--- src/hdl/paint_pkg.sv ---
package paint_pkg;

    // Screen geometry
    localparam int SCREEN_WIDTH  = 320;
    localparam int SCREEN_HEIGHT = 240;

    // Coordinate and data widths
    typedef logic [8:0] coord_x_t;
    typedef logic [7:0] coord_y_t;
    typedef logic [8:0] color_t;
    typedef logic [7:0] mouse_delta_t;
    typedef logic [4:0] brush_size_t;

    // Colours, 3 bits per channel as rrr_ggg_bbb
    localparam color_t COLOR_BACKGROUND = 9'b111_111_111;
    localparam color_t COLOR_ERASE      = 9'b111_111_111;

    // Brush size FSM, each size has a matching wait-for-release state
    typedef enum logic [2:0] {
        size_1,
        wait_1,
        size_3,
        wait_3,
        size_7,
        wait_7,
        size_20,
        wait_20
    } size_state_t;

    // Square stamp walker
    typedef enum logic [1:0] {
        stamp_idle,
        stamp_run,
        stamp_done
    } stamp_state_t;

    // Full screen clear sweep
    typedef enum logic [1:0] {
        clear_idle,
        clear_run,
        clear_done
    } clear_state_t;

endpackage

--- src/hdl/cursor_tracker.sv ---
`timescale 1ns/1ps

module cursor_tracker (
    input  logic                   CLOCK_50,
    input  logic                   reset,
    input  logic                   mouse_valid,
    input  paint_pkg::mouse_delta_t mouse_dx,
    input  paint_pkg::mouse_delta_t mouse_dy,
    output paint_pkg::coord_x_t    cursor_x,
    output paint_pkg::coord_y_t    cursor_y
);

    logic       valid_q;
    logic       neg_x;
    logic       neg_y;
    logic [7:0] mag_x;
    logic [7:0] mag_y;
    logic [9:0] sum_x;
    logic [8:0] sum_y;

    // First stage splits each delta into sign and magnitude
    always_ff @(posedge CLOCK_50) begin
        if (reset) begin
            valid_q <= 1'b0;
        end else begin
            valid_q <= mouse_valid;
        end
    end

    always_ff @(posedge CLOCK_50) begin
        neg_x <= mouse_dx[7];
        neg_y <= mouse_dy[7];
        mag_x <= mouse_dx[7] ? 8'(-mouse_dx) : mouse_dx;
        mag_y <= mouse_dy[7] ? 8'(-mouse_dy) : mouse_dy;
    end

    // Widened sums so the far edge check cannot overflow
    assign sum_x = {1'b0, cursor_x} + {2'b00, mag_x};
    assign sum_y = {1'b0, cursor_y} + {1'b0, mag_y};

    // Second stage moves the cursor and clamps on both edges
    always_ff @(posedge CLOCK_50) begin
        if (reset) begin
            cursor_x <= paint_pkg::coord_x_t'(paint_pkg::SCREEN_WIDTH / 2);
            cursor_y <= paint_pkg::coord_y_t'(paint_pkg::SCREEN_HEIGHT / 2);
        end else if (valid_q) begin
            if (!neg_x) begin
                cursor_x <= (sum_x < 10'(paint_pkg::SCREEN_WIDTH)) ? sum_x[8:0]
                          : paint_pkg::coord_x_t'(paint_pkg::SCREEN_WIDTH - 1);
            end else begin
                cursor_x <= (cursor_x >= {1'b0, mag_x}) ? cursor_x - {1'b0, mag_x} : '0;
            end
            // Screen y grows downward, so a positive dy decrements it
            if (!neg_y) begin
                cursor_y <= (cursor_y >= mag_y) ? cursor_y - mag_y : '0;
            end else begin
                cursor_y <= (sum_y < 9'(paint_pkg::SCREEN_HEIGHT)) ? sum_y[7:0]
                          : paint_pkg::coord_y_t'(paint_pkg::SCREEN_HEIGHT - 1);
            end
        end
    end

    a_cursor_on_screen: assert property (@(posedge CLOCK_50) disable iff (reset)
        (cursor_x < 9'(paint_pkg::SCREEN_WIDTH)) && (cursor_y < 8'(paint_pkg::SCREEN_HEIGHT)));

endmodule

--- src/hdl/brush_size_select.sv ---
`timescale 1ns/1ps

module brush_size_select (
    input  logic                   CLOCK_50,
    input  logic                   reset,
    input  logic                   size_key_n,
    output paint_pkg::brush_size_t brush_size,
    output paint_pkg::brush_size_t brush_offset
);

    paint_pkg::size_state_t state;
    paint_pkg::size_state_t state_next;

    // Key is active low, size states wait for the press and wait states for the release
    always_comb begin
        state_next = state;
        case (state)
            paint_pkg::size_1:  if (!size_key_n) state_next = paint_pkg::wait_1;
            paint_pkg::wait_1:  if (size_key_n)  state_next = paint_pkg::size_3;
            paint_pkg::size_3:  if (!size_key_n) state_next = paint_pkg::wait_3;
            paint_pkg::wait_3:  if (size_key_n)  state_next = paint_pkg::size_7;
            paint_pkg::size_7:  if (!size_key_n) state_next = paint_pkg::wait_7;
            paint_pkg::wait_7:  if (size_key_n)  state_next = paint_pkg::size_20;
            paint_pkg::size_20: if (!size_key_n) state_next = paint_pkg::wait_20;
            paint_pkg::wait_20: if (size_key_n)  state_next = paint_pkg::size_1;
            default:            state_next = paint_pkg::size_1;
        endcase
    end

    // Offset is half the side, rounded down
    always_ff @(posedge CLOCK_50) begin
        if (reset) begin
            state        <= paint_pkg::size_1;
            brush_size   <= 5'd1;
            brush_offset <= 5'd0;
        end else begin
            state <= state_next;
            case (state)
                paint_pkg::size_1: begin
                    brush_size   <= 5'd1;
                    brush_offset <= 5'd0;
                end
                paint_pkg::size_3: begin
                    brush_size   <= 5'd3;
                    brush_offset <= 5'd1;
                end
                paint_pkg::size_7: begin
                    brush_size   <= 5'd7;
                    brush_offset <= 5'd3;
                end
                paint_pkg::size_20: begin
                    brush_size   <= 5'd20;
                    brush_offset <= 5'd10;
                end
                default: ;  // wait states keep the current size
            endcase
        end
    end

endmodule

--- src/hdl/brush_stamper.sv ---
`timescale 1ns/1ps

module brush_stamper (
    input  logic                   CLOCK_50,
    input  logic                   reset,
    input  logic                   draw_enable,
    input  logic                   mouse_left,
    input  logic                   mouse_right,
    input  logic                   canvas_locked,
    input  paint_pkg::coord_x_t    cursor_x,
    input  paint_pkg::coord_y_t    cursor_y,
    input  paint_pkg::brush_size_t brush_size,
    input  paint_pkg::brush_size_t brush_offset,
    input  logic [2:0]             pen_sw,
    output paint_pkg::coord_x_t    stamp_x,
    output paint_pkg::coord_y_t    stamp_y,
    output paint_pkg::color_t      stamp_color,
    output logic                   stamp_req,
    output logic                   stamp_busy
);

    paint_pkg::stamp_state_t state;
    paint_pkg::brush_size_t  size_q;
    paint_pkg::brush_size_t  col;
    paint_pkg::brush_size_t  row;
    paint_pkg::color_t       pen_color;
    logic signed [10:0]      org_x;
    logic signed [10:0]      org_y;
    logic signed [10:0]      pos_x;
    logic signed [10:0]      pos_y;
    logic                    start;
    logic                    on_screen;
    logic                    last_col;
    logic                    last_row;

    assign start = draw_enable && (mouse_left || mouse_right) && !canvas_locked;
    assign pen_color = {{3{pen_sw[2]}}, {3{pen_sw[1]}}, {3{pen_sw[0]}}};

    // Current brush pixel can land off screen near an edge
    assign pos_x = org_x + $signed({6'b0, col});
    assign pos_y = org_y + $signed({6'b0, row});
    assign on_screen = !pos_x[10] && (pos_x < 11'sd320) && !pos_y[10] && (pos_y < 11'sd240);

    assign last_col = (col == size_q - 5'd1);
    assign last_row = (row == size_q - 5'd1);

    assign stamp_req  = (state == paint_pkg::stamp_run) && on_screen;
    assign stamp_x    = pos_x[8:0];
    assign stamp_y    = pos_y[7:0];
    assign stamp_busy = (state != paint_pkg::stamp_idle);

    // Origin, colour and size are frozen for the whole stamp
    always_ff @(posedge CLOCK_50) begin
        if (start && (state != paint_pkg::stamp_run)) begin
            org_x       <= $signed({2'b00, cursor_x}) - $signed({6'b0, brush_offset});
            org_y       <= $signed({3'b000, cursor_y}) - $signed({6'b0, brush_offset});
            size_q      <= brush_size;
            stamp_color <= mouse_left ? pen_color : paint_pkg::COLOR_ERASE;
        end
    end

    always_ff @(posedge CLOCK_50) begin
        if (reset) begin
            state <= paint_pkg::stamp_idle;
            col   <= '0;
            row   <= '0;
        end else begin
            case (state)
                paint_pkg::stamp_idle, paint_pkg::stamp_done: begin
                    col   <= '0;
                    row   <= '0;
                    state <= start ? paint_pkg::stamp_run : paint_pkg::stamp_idle;
                end
                paint_pkg::stamp_run: begin
                    // Row-major walk with the column index moving fastest
                    if (last_col) begin
                        col <= '0;
                        if (last_row) begin
                            state <= paint_pkg::stamp_done;
                        end else begin
                            row <= row + 5'd1;
                        end
                    end else begin
                        col <= col + 5'd1;
                    end
                end
                default: state <= paint_pkg::stamp_idle;
            endcase
        end
    end

    a_req_in_brush: assert property (@(posedge CLOCK_50) disable iff (reset)
        stamp_req |-> (col < size_q) && (row < size_q));

endmodule

--- src/hdl/frame_writer.sv ---
`timescale 1ns/1ps

module frame_writer (
    input  logic                CLOCK_50,
    input  logic                reset,
    input  logic                clear_key_n,
    input  logic                mouse_left,
    input  logic                stamp_req,
    input  logic                stamp_busy,
    input  paint_pkg::coord_x_t stamp_x,
    input  paint_pkg::coord_y_t stamp_y,
    input  paint_pkg::color_t   stamp_color,
    output logic                canvas_locked,
    output paint_pkg::coord_x_t pixel_x,
    output paint_pkg::coord_y_t pixel_y,
    output paint_pkg::color_t   pixel_color,
    output logic                pixel_write
);

    paint_pkg::clear_state_t clear_state;
    paint_pkg::coord_x_t     sweep_x;
    paint_pkg::coord_y_t     sweep_y;
    logic                    title_mode;
    logic                    clear_pending;
    logic                    prev_clear_key_n;
    logic                    prev_left;
    logic                    clear_released;
    logic                    left_clicked;
    logic                    sweeping;

    assign clear_released = clear_key_n && !prev_clear_key_n;
    assign left_clicked   = mouse_left && !prev_left;
    assign sweeping       = (clear_state == paint_pkg::clear_run);

    // A pending clear also holds off new stamps so the sweep can start
    assign canvas_locked = title_mode || clear_pending || (clear_state != paint_pkg::clear_idle);

    // Edge history starts inactive so a button held through reset is no click
    always_ff @(posedge CLOCK_50) begin
        if (reset) begin
            prev_clear_key_n <= 1'b1;
            prev_left        <= 1'b1;
        end else begin
            prev_clear_key_n <= clear_key_n;
            prev_left        <= mouse_left;
        end
    end

    always_ff @(posedge CLOCK_50) begin
        if (reset) begin
            clear_state   <= paint_pkg::clear_idle;
            clear_pending <= 1'b0;
            title_mode    <= 1'b1;
            sweep_x       <= '0;
            sweep_y       <= '0;
        end else begin
            if (clear_released || (title_mode && left_clicked)) begin
                clear_pending <= 1'b1;
            end
            case (clear_state)
                paint_pkg::clear_idle: begin
                    // Wait for any stamp in flight to drain
                    if (clear_pending && !stamp_busy) begin
                        clear_pending <= 1'b0;
                        sweep_x       <= '0;
                        sweep_y       <= '0;
                        clear_state   <= paint_pkg::clear_run;
                    end
                end
                paint_pkg::clear_run: begin
                    if (sweep_x == 9'(paint_pkg::SCREEN_WIDTH - 1)) begin
                        sweep_x <= '0;
                        if (sweep_y == 8'(paint_pkg::SCREEN_HEIGHT - 1)) begin
                            clear_state <= paint_pkg::clear_done;
                        end else begin
                            sweep_y <= sweep_y + 8'd1;
                        end
                    end else begin
                        sweep_x <= sweep_x + 9'd1;
                    end
                end
                paint_pkg::clear_done: begin
                    title_mode  <= 1'b0;
                    clear_state <= paint_pkg::clear_idle;
                end
                default: clear_state <= paint_pkg::clear_idle;
            endcase
        end
    end

    // Registered write port where the sweep has priority over the stamper
    always_ff @(posedge CLOCK_50) begin
        if (reset) begin
            pixel_write <= 1'b0;
        end else begin
            pixel_write <= sweeping || stamp_req;
        end
    end

    always_ff @(posedge CLOCK_50) begin
        if (sweeping) begin
            pixel_x     <= sweep_x;
            pixel_y     <= sweep_y;
            pixel_color <= paint_pkg::COLOR_BACKGROUND;
        end else begin
            pixel_x     <= stamp_x;
            pixel_y     <= stamp_y;
            pixel_color <= stamp_color;
        end
    end

    a_no_stamp_in_sweep: assert property (@(posedge CLOCK_50) disable iff (reset)
        stamp_req |-> !sweeping);

    a_sweep_stamp_idle: assert property (@(posedge CLOCK_50) disable iff (reset)
        (clear_state != paint_pkg::clear_idle) |-> !stamp_busy);

endmodule

--- src/hdl/paint_top.sv ---
`timescale 1ns/1ps

module paint_top (
    input  logic                    CLOCK_50,
    input  logic                    reset,
    input  paint_pkg::mouse_delta_t mouse_dx,
    input  paint_pkg::mouse_delta_t mouse_dy,
    input  logic                    mouse_valid,
    input  logic                    mouse_left,
    input  logic                    mouse_right,
    input  logic                    draw_enable,
    input  logic [2:0]              pen_sw,
    input  logic                    size_key_n,
    input  logic                    clear_key_n,
    output paint_pkg::coord_x_t     pixel_x,
    output paint_pkg::coord_y_t     pixel_y,
    output paint_pkg::color_t       pixel_color,
    output logic                    pixel_write
);

    paint_pkg::coord_x_t    cursor_x;
    paint_pkg::coord_y_t    cursor_y;
    paint_pkg::brush_size_t brush_size;
    paint_pkg::brush_size_t brush_offset;
    paint_pkg::coord_x_t    stamp_x;
    paint_pkg::coord_y_t    stamp_y;
    paint_pkg::color_t      stamp_color;
    logic                   stamp_req;
    logic                   stamp_busy;
    logic                   canvas_locked;

    // Decode, mouse and key inputs
    cursor_tracker u_cursor (
        .CLOCK_50    (CLOCK_50),
        .reset       (reset),
        .mouse_valid (mouse_valid),
        .mouse_dx    (mouse_dx),
        .mouse_dy    (mouse_dy),
        .cursor_x    (cursor_x),
        .cursor_y    (cursor_y)
    );

    brush_size_select u_size (
        .CLOCK_50     (CLOCK_50),
        .reset        (reset),
        .size_key_n   (size_key_n),
        .brush_size   (brush_size),
        .brush_offset (brush_offset)
    );

    // Execute, brush stamping
    brush_stamper u_stamper (
        .CLOCK_50      (CLOCK_50),
        .reset         (reset),
        .draw_enable   (draw_enable),
        .mouse_left    (mouse_left),
        .mouse_right   (mouse_right),
        .canvas_locked (canvas_locked),
        .cursor_x      (cursor_x),
        .cursor_y      (cursor_y),
        .brush_size    (brush_size),
        .brush_offset  (brush_offset),
        .pen_sw        (pen_sw),
        .stamp_x       (stamp_x),
        .stamp_y       (stamp_y),
        .stamp_color   (stamp_color),
        .stamp_req     (stamp_req),
        .stamp_busy    (stamp_busy)
    );

    // Result, clear sweep and write port
    frame_writer u_writer (
        .CLOCK_50      (CLOCK_50),
        .reset         (reset),
        .clear_key_n   (clear_key_n),
        .mouse_left    (mouse_left),
        .stamp_req     (stamp_req),
        .stamp_busy    (stamp_busy),
        .stamp_x       (stamp_x),
        .stamp_y       (stamp_y),
        .stamp_color   (stamp_color),
        .canvas_locked (canvas_locked),
        .pixel_x       (pixel_x),
        .pixel_y       (pixel_y),
        .pixel_color   (pixel_color),
        .pixel_write   (pixel_write)
    );

endmodule

--- config.mk ---
export PLATFORM = sky130hd
export DESIGN_NAME = paint_top
export DESIGN_NICKNAME = d
export VERILOG_FILES = /design/src/hdl/paint_pkg.sv /design/src/hdl/cursor_tracker.sv /design/src/hdl/brush_size_select.sv /design/src/hdl/brush_stamper.sv /design/src/hdl/frame_writer.sv /design/src/hdl/paint_top.sv
export SDC_FILE = /design/constraint.sdc
export NUM_CORES = 1
export LEC_CHECK = 0
export ABC_CLOCK_PERIOD_IN_PS = 5100
export BUFFER_PORTS_ARGS = -buffer_cell sky130_fd_sc_hd__clkbuf_2
export CORE_UTILIZATION = 38
export CTS_CLUSTER_DIAMETER = 80
export DETAILED_ROUTE_END_ITERATION = 7
export PLACE_DENSITY = 0.65
export SETUP_SLACK_MARGIN = 0.3
export SLEW_MARGIN = 0
export SYNTH_ARGS = -nofsm -noshare
export SYNTH_HDL_FRONTEND = slang
export SYNTH_SLANG_ARGS = --single-unit
--- constraint.sdc ---
create_clock -name CLOCK_50 -period 5.1 [get_ports CLOCK_50]
set_input_delay 0.765 -clock CLOCK_50 [delete_from_list [all_inputs] [get_ports CLOCK_50]]
set_output_delay 0.765 -clock CLOCK_50 [all_outputs]
set_load 0.01 [all_outputs]
# [After elaboration in Yosys (flattened, before gate mapping)]
# Index checks and enable logic that the tools add are counted.
[classes] addsub=15 magnitude_cmp=6 n_eq_ne=31 muxes=44 reduce_logical=37
[ops] cell="8-bit two-way mux" count=7
[ops] cell="9-bit two-way mux" count=6
[ops] cell="5-bit case mux with 4 select lines" count=2
[ops] cell="3-bit two-way mux" count=8
[ops] cell="2-bit inequality test, second input constant" count=12
[ops] cell="3-bit case mux with 8 select lines" count=1
[ops] cell="11-bit by 6-bit adder with 11-bit output" count=2
[ops] cell="5-bit case mux with 2 select lines" count=2
[ops] cell="9-bit case mux with 2 select lines" count=1
[ops] cell="8-bit negation" count=2
[ops] cell="8-bit case mux with 2 select lines" count=1
[ops] cell="5-bit two-way mux" count=3
[ops] cell="7-bit two-way mux" count=2
[ops] cell="3-bit == test, second input constant" count=4
[ops] cell="1-bit logical AND" count=11
[ops] cell="11-bit by 10-bit < comparator with 1-bit output, second input constant" count=1
[ops] cell="11-bit by 9-bit < comparator with 1-bit output, second input constant" count=1
[ops] cell="5-bit by 1-bit adder with 5-bit output, second input constant" count=2
[ops] cell="9-bit by 8-bit adder with 10-bit output" count=1
[ops] cell="5-bit == test" count=2
[ops] cell="10-bit by 9-bit < comparator with 1-bit output, second input constant" count=1
[ops] cell="2-bit two-way mux" count=5
[ops] cell="9-bit by 5-bit subtractor with 10-bit output" count=1
[ops] cell="8-bit by 8-bit adder with 9-bit output" count=1
[ops] cell="29 further kinds" count=54
[word_totals] ff_bits=143 inputBits=27 out_inout_bits=27

# [Longest topological paths before layout]
# Gate-level depths: netlist of the first run.
[depth] word_depth=7 depth_mapped=10

# [Cells and area by module]
# Synthesis of the first run repeated with hierarchy kept, for this count alone.
[hier_totals] hier_cells=976 hier_area_um2=8513.2
[by_module_without_submodules] mod="cursor_tracker" n_inst=1 cells_each=402 area_per_inst_um2=3203.1 seq_area_each_um2=720.7
[by_module_without_submodules] mod="brush_stamper" n_inst=1 cells_each=281 area_per_inst_um2=2800.2 seq_area_each_um2=1051.0
[by_module_without_submodules] mod="frame_writer" n_inst=1 cells_each=241 area_per_inst_um2=2062.0 seq_area_each_um2=1001.0
[by_module_without_submodules] mod="brush_size_select" n_inst=1 cells_each=52 area_per_inst_um2=447.9 seq_area_each_um2=140.1

# [Worst setup path after synthesis of the first run]
# OpenSTA, ideal clock, no wires.
[synth_path] kind="input to register" from="in mouse_right" to="reg u_stamper.org_x[0] (enable)" setup_time_ns=0.418 arrival_ns=2.794 t_required_ns=4.682 slack_ns=1.888 path_stages=3 n_path_buf=0 cell_sequence="o21ai_0 -> or4b_2 -> a21oi_1"
[synth_between] elab_chain_cells=4
[synth_rtl] element="start: declaration" line_no="paint_top.sv:10" source="input logic mouse_right,"
[synth_rtl] element="1-bit logical OR" line_no="brush_stamper.sv:36" source="assign start = draw_enable && (mouse_left || mouse_right) && !canvas_locked;"
[synth_rtl] element="1-bit logical AND (2 in a row)" line_no="brush_stamper.sv:36"
[synth_rtl] element="1-bit logical AND" line_no="brush_stamper.sv:54" source="if (start && (state != paint_pkg::stamp_run)) begin"
[synth_rtl] element="end signal: assignment" line_no="brush_stamper.sv:55" source="org_x <= $signed({2'b00, cursor_x}) - $signed({6'b0, brush_offset});"
[synth_rtl] element="end: declaration" line_no="brush_stamper.sv:27" source="logic signed [10:0] org_x;"
# No other way between the ends.
# A chain may end at the register's enable or synchronous reset.

# [Final worst setup path of the first run]
[layout_path] from="reg u_cursor.cursor_y[2]" to="reg u_cursor.cursor_y[4]"
[layout_between] elab_chain_cells=4 elab_cells_between_ends=7 classes_between="add/sub: 2; order compare: 2; mux: 3"
[layout_rtl] element="start: declaration" line_no="cursor_tracker.sv:10" source="output paint_pkg::coord_y_t cursor_y"
[layout_rtl] element="start signal: assignment" line_no="cursor_tracker.sv:45" source="cursor_y <= paint_pkg::coord_y_t'(paint_pkg::SCREEN_HEIGHT / 2);"
[layout_rtl] element="start signal: assignment" line_no="cursor_tracker.sv:55" source="cursor_y <= (cursor_y >= mag_y) ? cursor_y - mag_y : '0;"
[layout_rtl] element="start signal: assignment" line_no="cursor_tracker.sv:57" source="cursor_y <= (sum_y < 9'(paint_pkg::SCREEN_HEIGHT)) ? sum_y[7:0]"
[layout_rtl] element="8-bit by 8-bit adder with 9-bit output" line_no="cursor_tracker.sv:39" source="assign sum_y = {1'b0, cursor_y} + {1'b0, mag_y};"
[layout_rtl] element="9-bit by 8-bit < comparator with 1-bit output" line_no="cursor_tracker.sv:57"
[layout_rtl] element="8-bit two-way mux" line_no="cursor_tracker.sv:57"
[layout_rtl] element="8-bit two-way mux *" line_no="cursor_tracker.sv:54" source="if (!neg_y) begin"
# Mark *: on every way between the ends. The rest lies on a longest branch, timed or not.

==> summary.md, run 1 <==
### Critical path
• **endpoint arrival time on the critical path** 3.11 ns
• **cell with the largest stage delay on the worst path** sky130_fd_sc_hd__o311ai_0
• **family with the most delay on the worst path** compound AO/OA/AOI/OAI gates
• **element type at the critical path end** flop
• **classification of the worst setup path** reg -> reg
• **slowest cell delay on critical path** 0.63 ns
• **CP bufs+invs** 0
• **required time of the worst setup path** 5.47 ns
• **peak fanout along the critical path** 11
• **critical path, cell by cell** ha_1, nor2b_1, a211oi_1, o311ai_0, nor3_1, a2111oi_0, o32a_1
• **kind of start point of the critical path** flop

### Timing
• **final worst path period need** 2.74 ns
• **Tcrit/Tclk final** 53.8%
• **Max transition margin** 43.7%
• **setup repair after global routing missed its margin** no
• **worst clock skew** 0.00650 ns
• **max-slew violation count** 0
• **maximum frequency from static timing analysis** 0.364 GHz
• **setup TNS after final layout** 0 ns
• **number of hold-slack violations in the final timing report** 0
• **final setup margin** 2.36 ns
• **Tightest Pin Transition** 0.844 ns
• **number of setup violations in the final report** 0

### Route
• **initial DRC count** 455
• **DRC violation count after routing** 0
• **number of vias per cell** 5.21
• **final routed wire length divided by cell count** 13.9 um
• **antenna-violating nets left** 0
• **detailed-routing iteration count for the pre-antenna-repair pass** 5
• **routed vias** 6100
• **total detailed-routing wirelength** 16300 um

### Clock network
• **Root Buffer** sky130_fd_sc_hd__clkbuf_16
• **count of clock tree sinks** 125
• **CTS Hold Buffers Added** 0
• **level count of the clock H-tree** 4
• **buffer count from post-CTS setup fixing** 0
• **Resize count post-CTS** 0
• **TritonCTS clock tree** built
• **Clock transition at path regs** 0.06 ns
• **maximum buffer depth of the clock tree** 2
• **number of clock buffers inserted by TritonCTS** 17
• **clk_lat worst skew** 0.43 ns

### Synth
• **share of synthesized registers carrying an async set or reset** 0%
• **Gate Count Post-Synth** 852
• **xor and xnor area share after synthesis** 8.73%
• **cell taking the most area after synthesis** sky130_fd_sc_hd__dfxtp_1
• **synthesized flop and latch total** 125
• **adder-cell share of the synthesized area** 11.3%
• **proportion of netlist area held by the largest area contributor** 26.0%
• **Yosys Warn Count** 0
• **fraction of the mapped netlist area in simple logic gates** 19.0%
• **post-synth cell types** 78
• **number of flops mapped to enable cells by yosys** 26
• **synthesized area per cell** 8.94 sq um
• **main area contributors after synthesis** sky130_fd_sc_hd__dfxtp_1 (26%), sky130_fd_sc_hd__edfxtp_1 (10%), sky130_fd_sc_hd__ha_1 (9.2%)
• **dominant combinational cell family by area after synthesis** simple AND/OR/NAND/NOR gates
• **total standard cell area after synthesis** 7620 sq um
• **predominant post-synthesis flop cell** sky130_fd_sc_hd__dfxtp_1
• **sequential share of the synthesized area** 36.3%
• **Synth Area in Compound Gates** 18.1%
• **Post-Synthesis Net Count** 943
• **portion of netlist area occupied by mux cells** 1.79%

### Layout
• **fill cell total of the finished layout** 1890
• **layout overhead on the synthesized area** 13.4%
• **share of cells above drive strength 1** 11.9%
• **antenna diode instance count** 0
• **Total Nets Final** 983

### Placed design
• **final RePlAce weighted congestion** 0.901
• **Detailed Place HPWL** 12000 um
• **post-placement worst setup slack** 2.41 ns
• **number of buffers added on ports** 53

### GRT
• **initial antenna violation count** 0
• **first-pass GRT wire length** 26800 um
• **leftover overflow at the end of global routing** 0
• **vias in the first global route** 5631
• **gr usage total** 16.6%
• **largest net degree at the start of global routing** 42

### Run
• **max-capacitance violation count** 0

### Die
• **die width** 144 um
• **core region area** 19600 sq um
• **area of the die** 20600 sq um
• **Initial Util** 38.9%
• **I/O pin count** 54
• **Die Span Y** 144 um
• **Row Count** 51

### Pwr
• **worst IR drop on VDD** 284 uV
• **P_leak** 3.55 nW
• **Power Density** 330 nW/um^2

### Worst hold path
• **type of the worst min-delay path** reg -> reg

### Run status
• **run status** completed

registers in the layout, summed over array words and instances, names as in the netlist, 2 cells and up:
name	count
u_cursor.cursor_x	9
u_cursor.cursor_y	8
u_cursor.mag_x	8
u_cursor.mag_y	8
u_size.brush_offset	3
u_size.state	3
u_stamper.col	5
u_stamper.org_x	10
u_stamper.org_y	9
u_stamper.row	5
u_stamper.size_q	4
u_stamper.stamp_color	3
u_stamper.state	2
u_writer.clear_state	2
u_writer.pixel_color	3
u_writer.pixel_x	9
u_writer.pixel_y	8
u_writer.sweep_x	9
u_writer.sweep_y	8
final cells by class:
class	count	area [sq um]	area share, %
multi-input combinational	638	4490	51.9
sequential	125	2760	32.0
clock buffer	17	425	4.92
tap	265	332	3.84
timing repair buffer	55	280	3.24
inverter	55	206	2.39
clock inverter	15	150	1.74
metrics by stage:
step	hold slack [ns]	cell area, sq um	util [%]	std cells	total power (W)
after floorplan	0.400	7620	-	852	0.00154
after global placement	0.403	8070	41.2	1138	0.00167
after detailed placement	0.406	8070	41.2	1138	0.00167
after CTS	0.422	8650	44.1	1170	0.00286
after global routing	0.446	8650	44.1	1170	0.00299
final	0.419	8650	44.1	1170	0.00285
power breakdown:
part           total (W)  switching [W]  leakage (nW)  internal [W]
logic           0.000559       0.000330          2.21      0.000229
registers        0.00110      0.0000485          1.05       0.00106
clock network    0.00119       0.000500         0.286      0.000687
worst reg2reg max path, delay by kind of cell (launching register included):
kind / cells / cell delay (ns)
AOI/OAI and AO/OA: 4 / 1.39
DFF: 1 / 0.38
adders and majority gates: 1 / 0.51
and+or+nand+nor: 2 / 0.42
cells in the mapped netlist (all sizes together) (3+ instances only):
cell	count
a2111o	3
a2111oi	3
a211oi	16
a21boi	3
a21o	19
a21oi	52
a221oi	4
a22oi	5
a311oi	4
a31oi	5
and2	7
buf	16
clkbuf	18
dfxtp	99
edfxtp	26
fa	8
ha	56
inv	54
mux2	5
mux2i	8
nand2	45
nand2b	25
nand3	27
nand3b	5
nand4	12
nor2	90
nor2b	18
nor3	18
nor3b	7
nor4	6
o211ai	4
o21a	4
o21ai	36
o21bai	6
o311ai	3
o31ai	6
o32ai	3
or2	8
or3	7
xnor2	37
xor2	39
logic make-up after synthesis:
group           count (synthesis)
simple gates                  286
compound gates                199
flops                         125
buf+inv                        89
xor+xnor                       76
fa+ha+maj                      64
mux                            13
cells in the final DEF (no fill, tap or decap), types with 8 or more instances in the layout:
cell                        count
sky130_fd_sc_hd__nor3_1        16
sky130_fd_sc_hd__inv_1         54
sky130_fd_sc_hd__nand4_1       12
sky130_fd_sc_hd__nor2_1        90
sky130_fd_sc_hd__a21oi_1       51
sky130_fd_sc_hd__nand2_1       45
sky130_fd_sc_hd__xor2_1        39
sky130_fd_sc_hd__nor2b_1       18
sky130_fd_sc_hd__mux2i_1        8
sky130_fd_sc_hd__fa_1           8
sky130_fd_sc_hd__dfxtp_1       99
sky130_fd_sc_hd__ha_1          56
sky130_fd_sc_hd__a21o_1        19
sky130_fd_sc_hd__o21ai_0       36
sky130_fd_sc_hd__edfxtp_1      26
sky130_fd_sc_hd__nand3_1       27
sky130_fd_sc_hd__clkbuf_16     17
sky130_fd_sc_hd__a211oi_1      16
sky130_fd_sc_hd__xnor2_1       37
sky130_fd_sc_hd__nand2b_1      25
sky130_fd_sc_hd__clkbuf_2      53
path summary, 6_finish.rpt:
path	from	to	slack (ns)	cells after the start
max	u_cursor.cursor_y[2]	u_cursor.cursor_y[4]	2.36	7
min	u_stamper.stamp_color[2]	u_writer.pixel_color[2]	0.42	1
max reg2reg	u_cursor.cursor_y[2]	u_cursor.cursor_y[4]	2.36	7
min reg2reg	u_stamper.stamp_color[2]	u_writer.pixel_color[2]	0.42	1
routing by layer:
| layer | track usage [%] | part of all wire, % | vias up |
|---|---|---|---|
| met5 | 0 | 0 | - |
| met4 | 5.71 | 1.4 | 0 |
| met3 | 4.03 | 4.5 | 22 |
| met2 | 26.5 | 46 | 172 |
| met1 | 21.9 | 48 | 2793 |
| li1 | - | - | 3113 |
Note: power is estimated with default switching activity, not from simulation.
==> run 2, diff against run 1 <==
--- a/config.mk
+++ b/config.mk
@@ -5,7 +5,7 @@
 export SDC_FILE = /design/constraint.sdc
 export NUM_CORES = 1
 export LEC_CHECK = 0
-export ABC_CLOCK_PERIOD_IN_PS = 5100
+export ABC_CLOCK_PERIOD_IN_PS = 2700
 export BUFFER_PORTS_ARGS = -buffer_cell sky130_fd_sc_hd__clkbuf_2
 export CORE_UTILIZATION = 38
 export CTS_CLUSTER_DIAMETER = 80
==> constraint.sdc (replaced) <==
create_clock -name CLOCK_50 -period 2.7 [get_ports CLOCK_50]
set_input_delay 0.405 -clock CLOCK_50 [delete_from_list [all_inputs] [get_ports CLOCK_50]]
set_output_delay 0.405 -clock CLOCK_50 [all_outputs]
set_load 0.01 [all_outputs]
==> run 2 against run 1 <==
Final area increased by 9.8%. Non-clock buffer count rose by 43. Highest routed layer unchanged. Critical endpoint is now u_cursor.cursor_x[6]. Clock power increased by 120%. Critical path depth increased by 1. Largest cell class unchanged. Flip-flop and latch count stayed put. Sequential share of layout area is 2.6 points lower. Final cell count up 3.7%. Core utilization increased by 4.3 points. Wire length up 7.8%.
==> summary.md, run 2 (synthesis results as in run 1) <==
### Run status
• **run status** completed

### Route
• **final routed wire length divided by cell count** 14.5 um, +4.0%
• **initial DRC count** 531, +17%
• **antenna-violating nets left** 0, unchanged
• **number of vias per cell** 5.20, -0.21%
• **detailed-routing iteration count for the pre-antenna-repair pass** 5, unchanged
• **DRC violation count after routing** 0, unchanged
• **total detailed-routing wirelength** 17500 um, +7.8%
• **routed vias** 6311, +3.5%

### Layout
• **layout overhead on the synthesized area** 24.6%
• **Total Nets Final** 1026, +4.4%
• **fill cell total of the finished layout** 1844, -2.4%
• **number of flip-flops in the largest register** 10, unchanged
• **most frequent standard cell in the layout excluding fill and tap cells** sky130_fd_sc_hd__nor2_1
• **share of cells above drive strength 1** 23.4%, +11 points
• **commonest non-fill, non-tap cells in the layout** sky130_fd_sc_hd__nor2_1 (89), sky130_fd_sc_hd__dfxtp_1 (87), sky130_fd_sc_hd__clkbuf_2 (53)
• **register bank with the most flops** u_stamper.org_x
• **antenna diode instance count** 0, unchanged

### Timing
• **worst clock skew** 0.00675 ns, +0.000256 ns
• **final worst path period need** 2.36 ns, -0.383 ns
• **setup TNS after final layout** 0 ns, unchanged
• **Tcrit/Tclk final** 87.5%, +34 points
• **max-slew violation count** 0, unchanged
• **Max transition margin** 60.7%, +17 points
• **number of hold-slack violations in the final timing report** 0, unchanged
• **maximum frequency from static timing analysis** 0.423 GHz, +16%
• **number of setup violations in the final report** 0, unchanged
• **Tightest Pin Transition** 0.589 ns, -0.255 ns
• **setup repair after global routing missed its margin** yes
• **Min Hold Slack** 0.116 ns, -0.304 ns

### GRT
• **gr usage total** 17.5%, +0.87 points
• **leftover overflow at the end of global routing** 0, unchanged
• **initial antenna violation count** 0, unchanged
• **vias in the first global route** 5703, +1.3%
• **first-pass GRT wire length** 28000 um, +4.7%
• **largest net degree at the start of global routing** 27, -36%

### Clock network
• **maximum buffer depth of the clock tree** 2, unchanged
• **level count of the clock H-tree** 4, unchanged
• **Root Buffer** sky130_fd_sc_hd__clkbuf_16
• **clk_lat worst skew** 0.42 ns, about the same
• **number of clock buffers inserted by TritonCTS** 17, unchanged
• **Clock transition at path regs** 0.06 ns, about the same
• **count of clock tree sinks** 125, unchanged
• **TritonCTS clock tree** built

### Critical path
• **origin of the critical flop-to-flop path** u_cursor.mag_x[1]
• **number of cells on the worst reg-to-reg path** 8, +1
• **slowest cell delay on critical path** 0.38 ns, -0.25 ns
• **cell with the largest stage delay on the worst path** sky130_fd_sc_hd__o311a_4
• **capture point of the critical path** u_cursor.cursor_x[6]
• **Worst setup startpoint** u_cursor.mag_x[1]
• **element type at the critical path end** flop
• **peak fanout along the critical path** 6, -5
• **critical path, cell by cell** inv_2, ha_4, nor2b_2, o311a_4, o311a_4, o21a_4, a2111o_1, a311oi_2
• **kind of start point of the critical path** flop
• **setup slack, reg-to-reg** 0.34 ns, -2.02 ns
• **required time of the worst setup path** 3.04 ns, -2.43 ns
• **most frequent cell on the critical path** sky130_fd_sc_hd__o311a_4
• **endpoint arrival time on the critical path** 2.70 ns, -0.41 ns
• **classification of the worst setup path** reg -> reg
• **end of the worst register-to-register path** u_cursor.cursor_x[6]

### Placed design
• **number of buffers added on ports** 53, unchanged
• **Detailed Place HPWL** 12600 um, +4.8%
• **final RePlAce weighted congestion** 0.933, +3.6%

### Die
• **core region area** 19600 sq um, unchanged
• **I/O pin count** 54, unchanged
• **area of the die** 20600 sq um, unchanged
• **Initial Util** 38.9%, unchanged
• **Row Count** 51, unchanged
• **Die Span Y** 144 um, unchanged
• **die width** 144 um, unchanged

### Pwr
• **worst IR drop on VDD** 473 uV, +67%
• **Power Density** 642 nW/um^2, +95%
• **P_leak** 3.84 nW, +8.2%

### Worst hold path
• **type of the worst min-delay path** in -> reg

### Run
• **max-capacitance violation count** 0, unchanged

## run 2: worst min path at each step
stage / startpoint / endpoint / slack, ns / depth (start not counted)
floorplan: u_size.brush_size[0] / u_stamper.size_q[0] / 0.40 / 0
global placement: u_stamper.stamp_color[5] / u_writer.pixel_color[5] / 0.40 / 1
detailed placement: u_stamper.stamp_color[2] / u_writer.pixel_color[2] / 0.41 / 1
CTS: mouse_dy[0] / u_cursor.mag_y[0] / 0.10 / 1
global route: mouse_dx[0] / u_cursor.mag_x[0] / 0.1 / 1
finish: mouse_dx[0] / u_cursor.mag_x[0] / 0.12 / 1
## run 2: critical path: cells and delay by family (launching register included)
kind	cells	cell delay [ns]
simple gates	1	0.04
fa+ha+maj	1	0.27
buf+inv	1	0.06
compound gates	5	1.56
flops	1	0.34
## run 2: through the flow
stage               util, %  cells  area [sq um]  power (W)  worst slack [ns]
floorplan                 -    852          7620    0.00291             0.353
global placement       42.2   1165          8270    0.00323             0.202
detailed placement     42.2   1165          8270    0.00323            0.0783
CTS                    46.5   1202          9100    0.00593             0.215
global route           48.5   1213          9500    0.00637             0.237
finish                 48.5   1213          9500    0.00609             0.339
## run 2: metal layers
layer | up-vias | routed length [um] | GRT usage [%]
li1 | 3208 | - | -
met1 | 2896 | 8360 | 22.8
met2 | 176 | 8030 | 28.1
met3 | 31 | 809 | 4.23
met4 | 0 | 333 | 6.10
met5 | - | 0 | 0
## run 2: cell type report
class                      instances  area, sq um  area share (%)
inverter                          55          209            2.20
tap                              265          332            3.49
timing repair buffer              98          603            6.35
sequential                       125         2790            29.3
clock buffer                      20          479            5.05
multi-input combinational        638         4880            51.4
clock inverter                    12          203            2.13
## run 2: repair_timing
action	CTS	global route
hold endpoints to repair	0	0
pin swaps	4	26
setup endpoints to repair	16	19
setup buffers	5	11
hold buffers	0	0
gates resized for setup	30	70
## run 2: report_power, final
part | internal [W] | switching, W | total [W]
registers | 0.00200 | 0.0000820 | 0.00208
clock network | 0.00175 | 0.000874 | 0.00263
logic | 0.000616 | 0.000767 | 0.00138
total | 0.00437 | 0.00172 | 0.00609
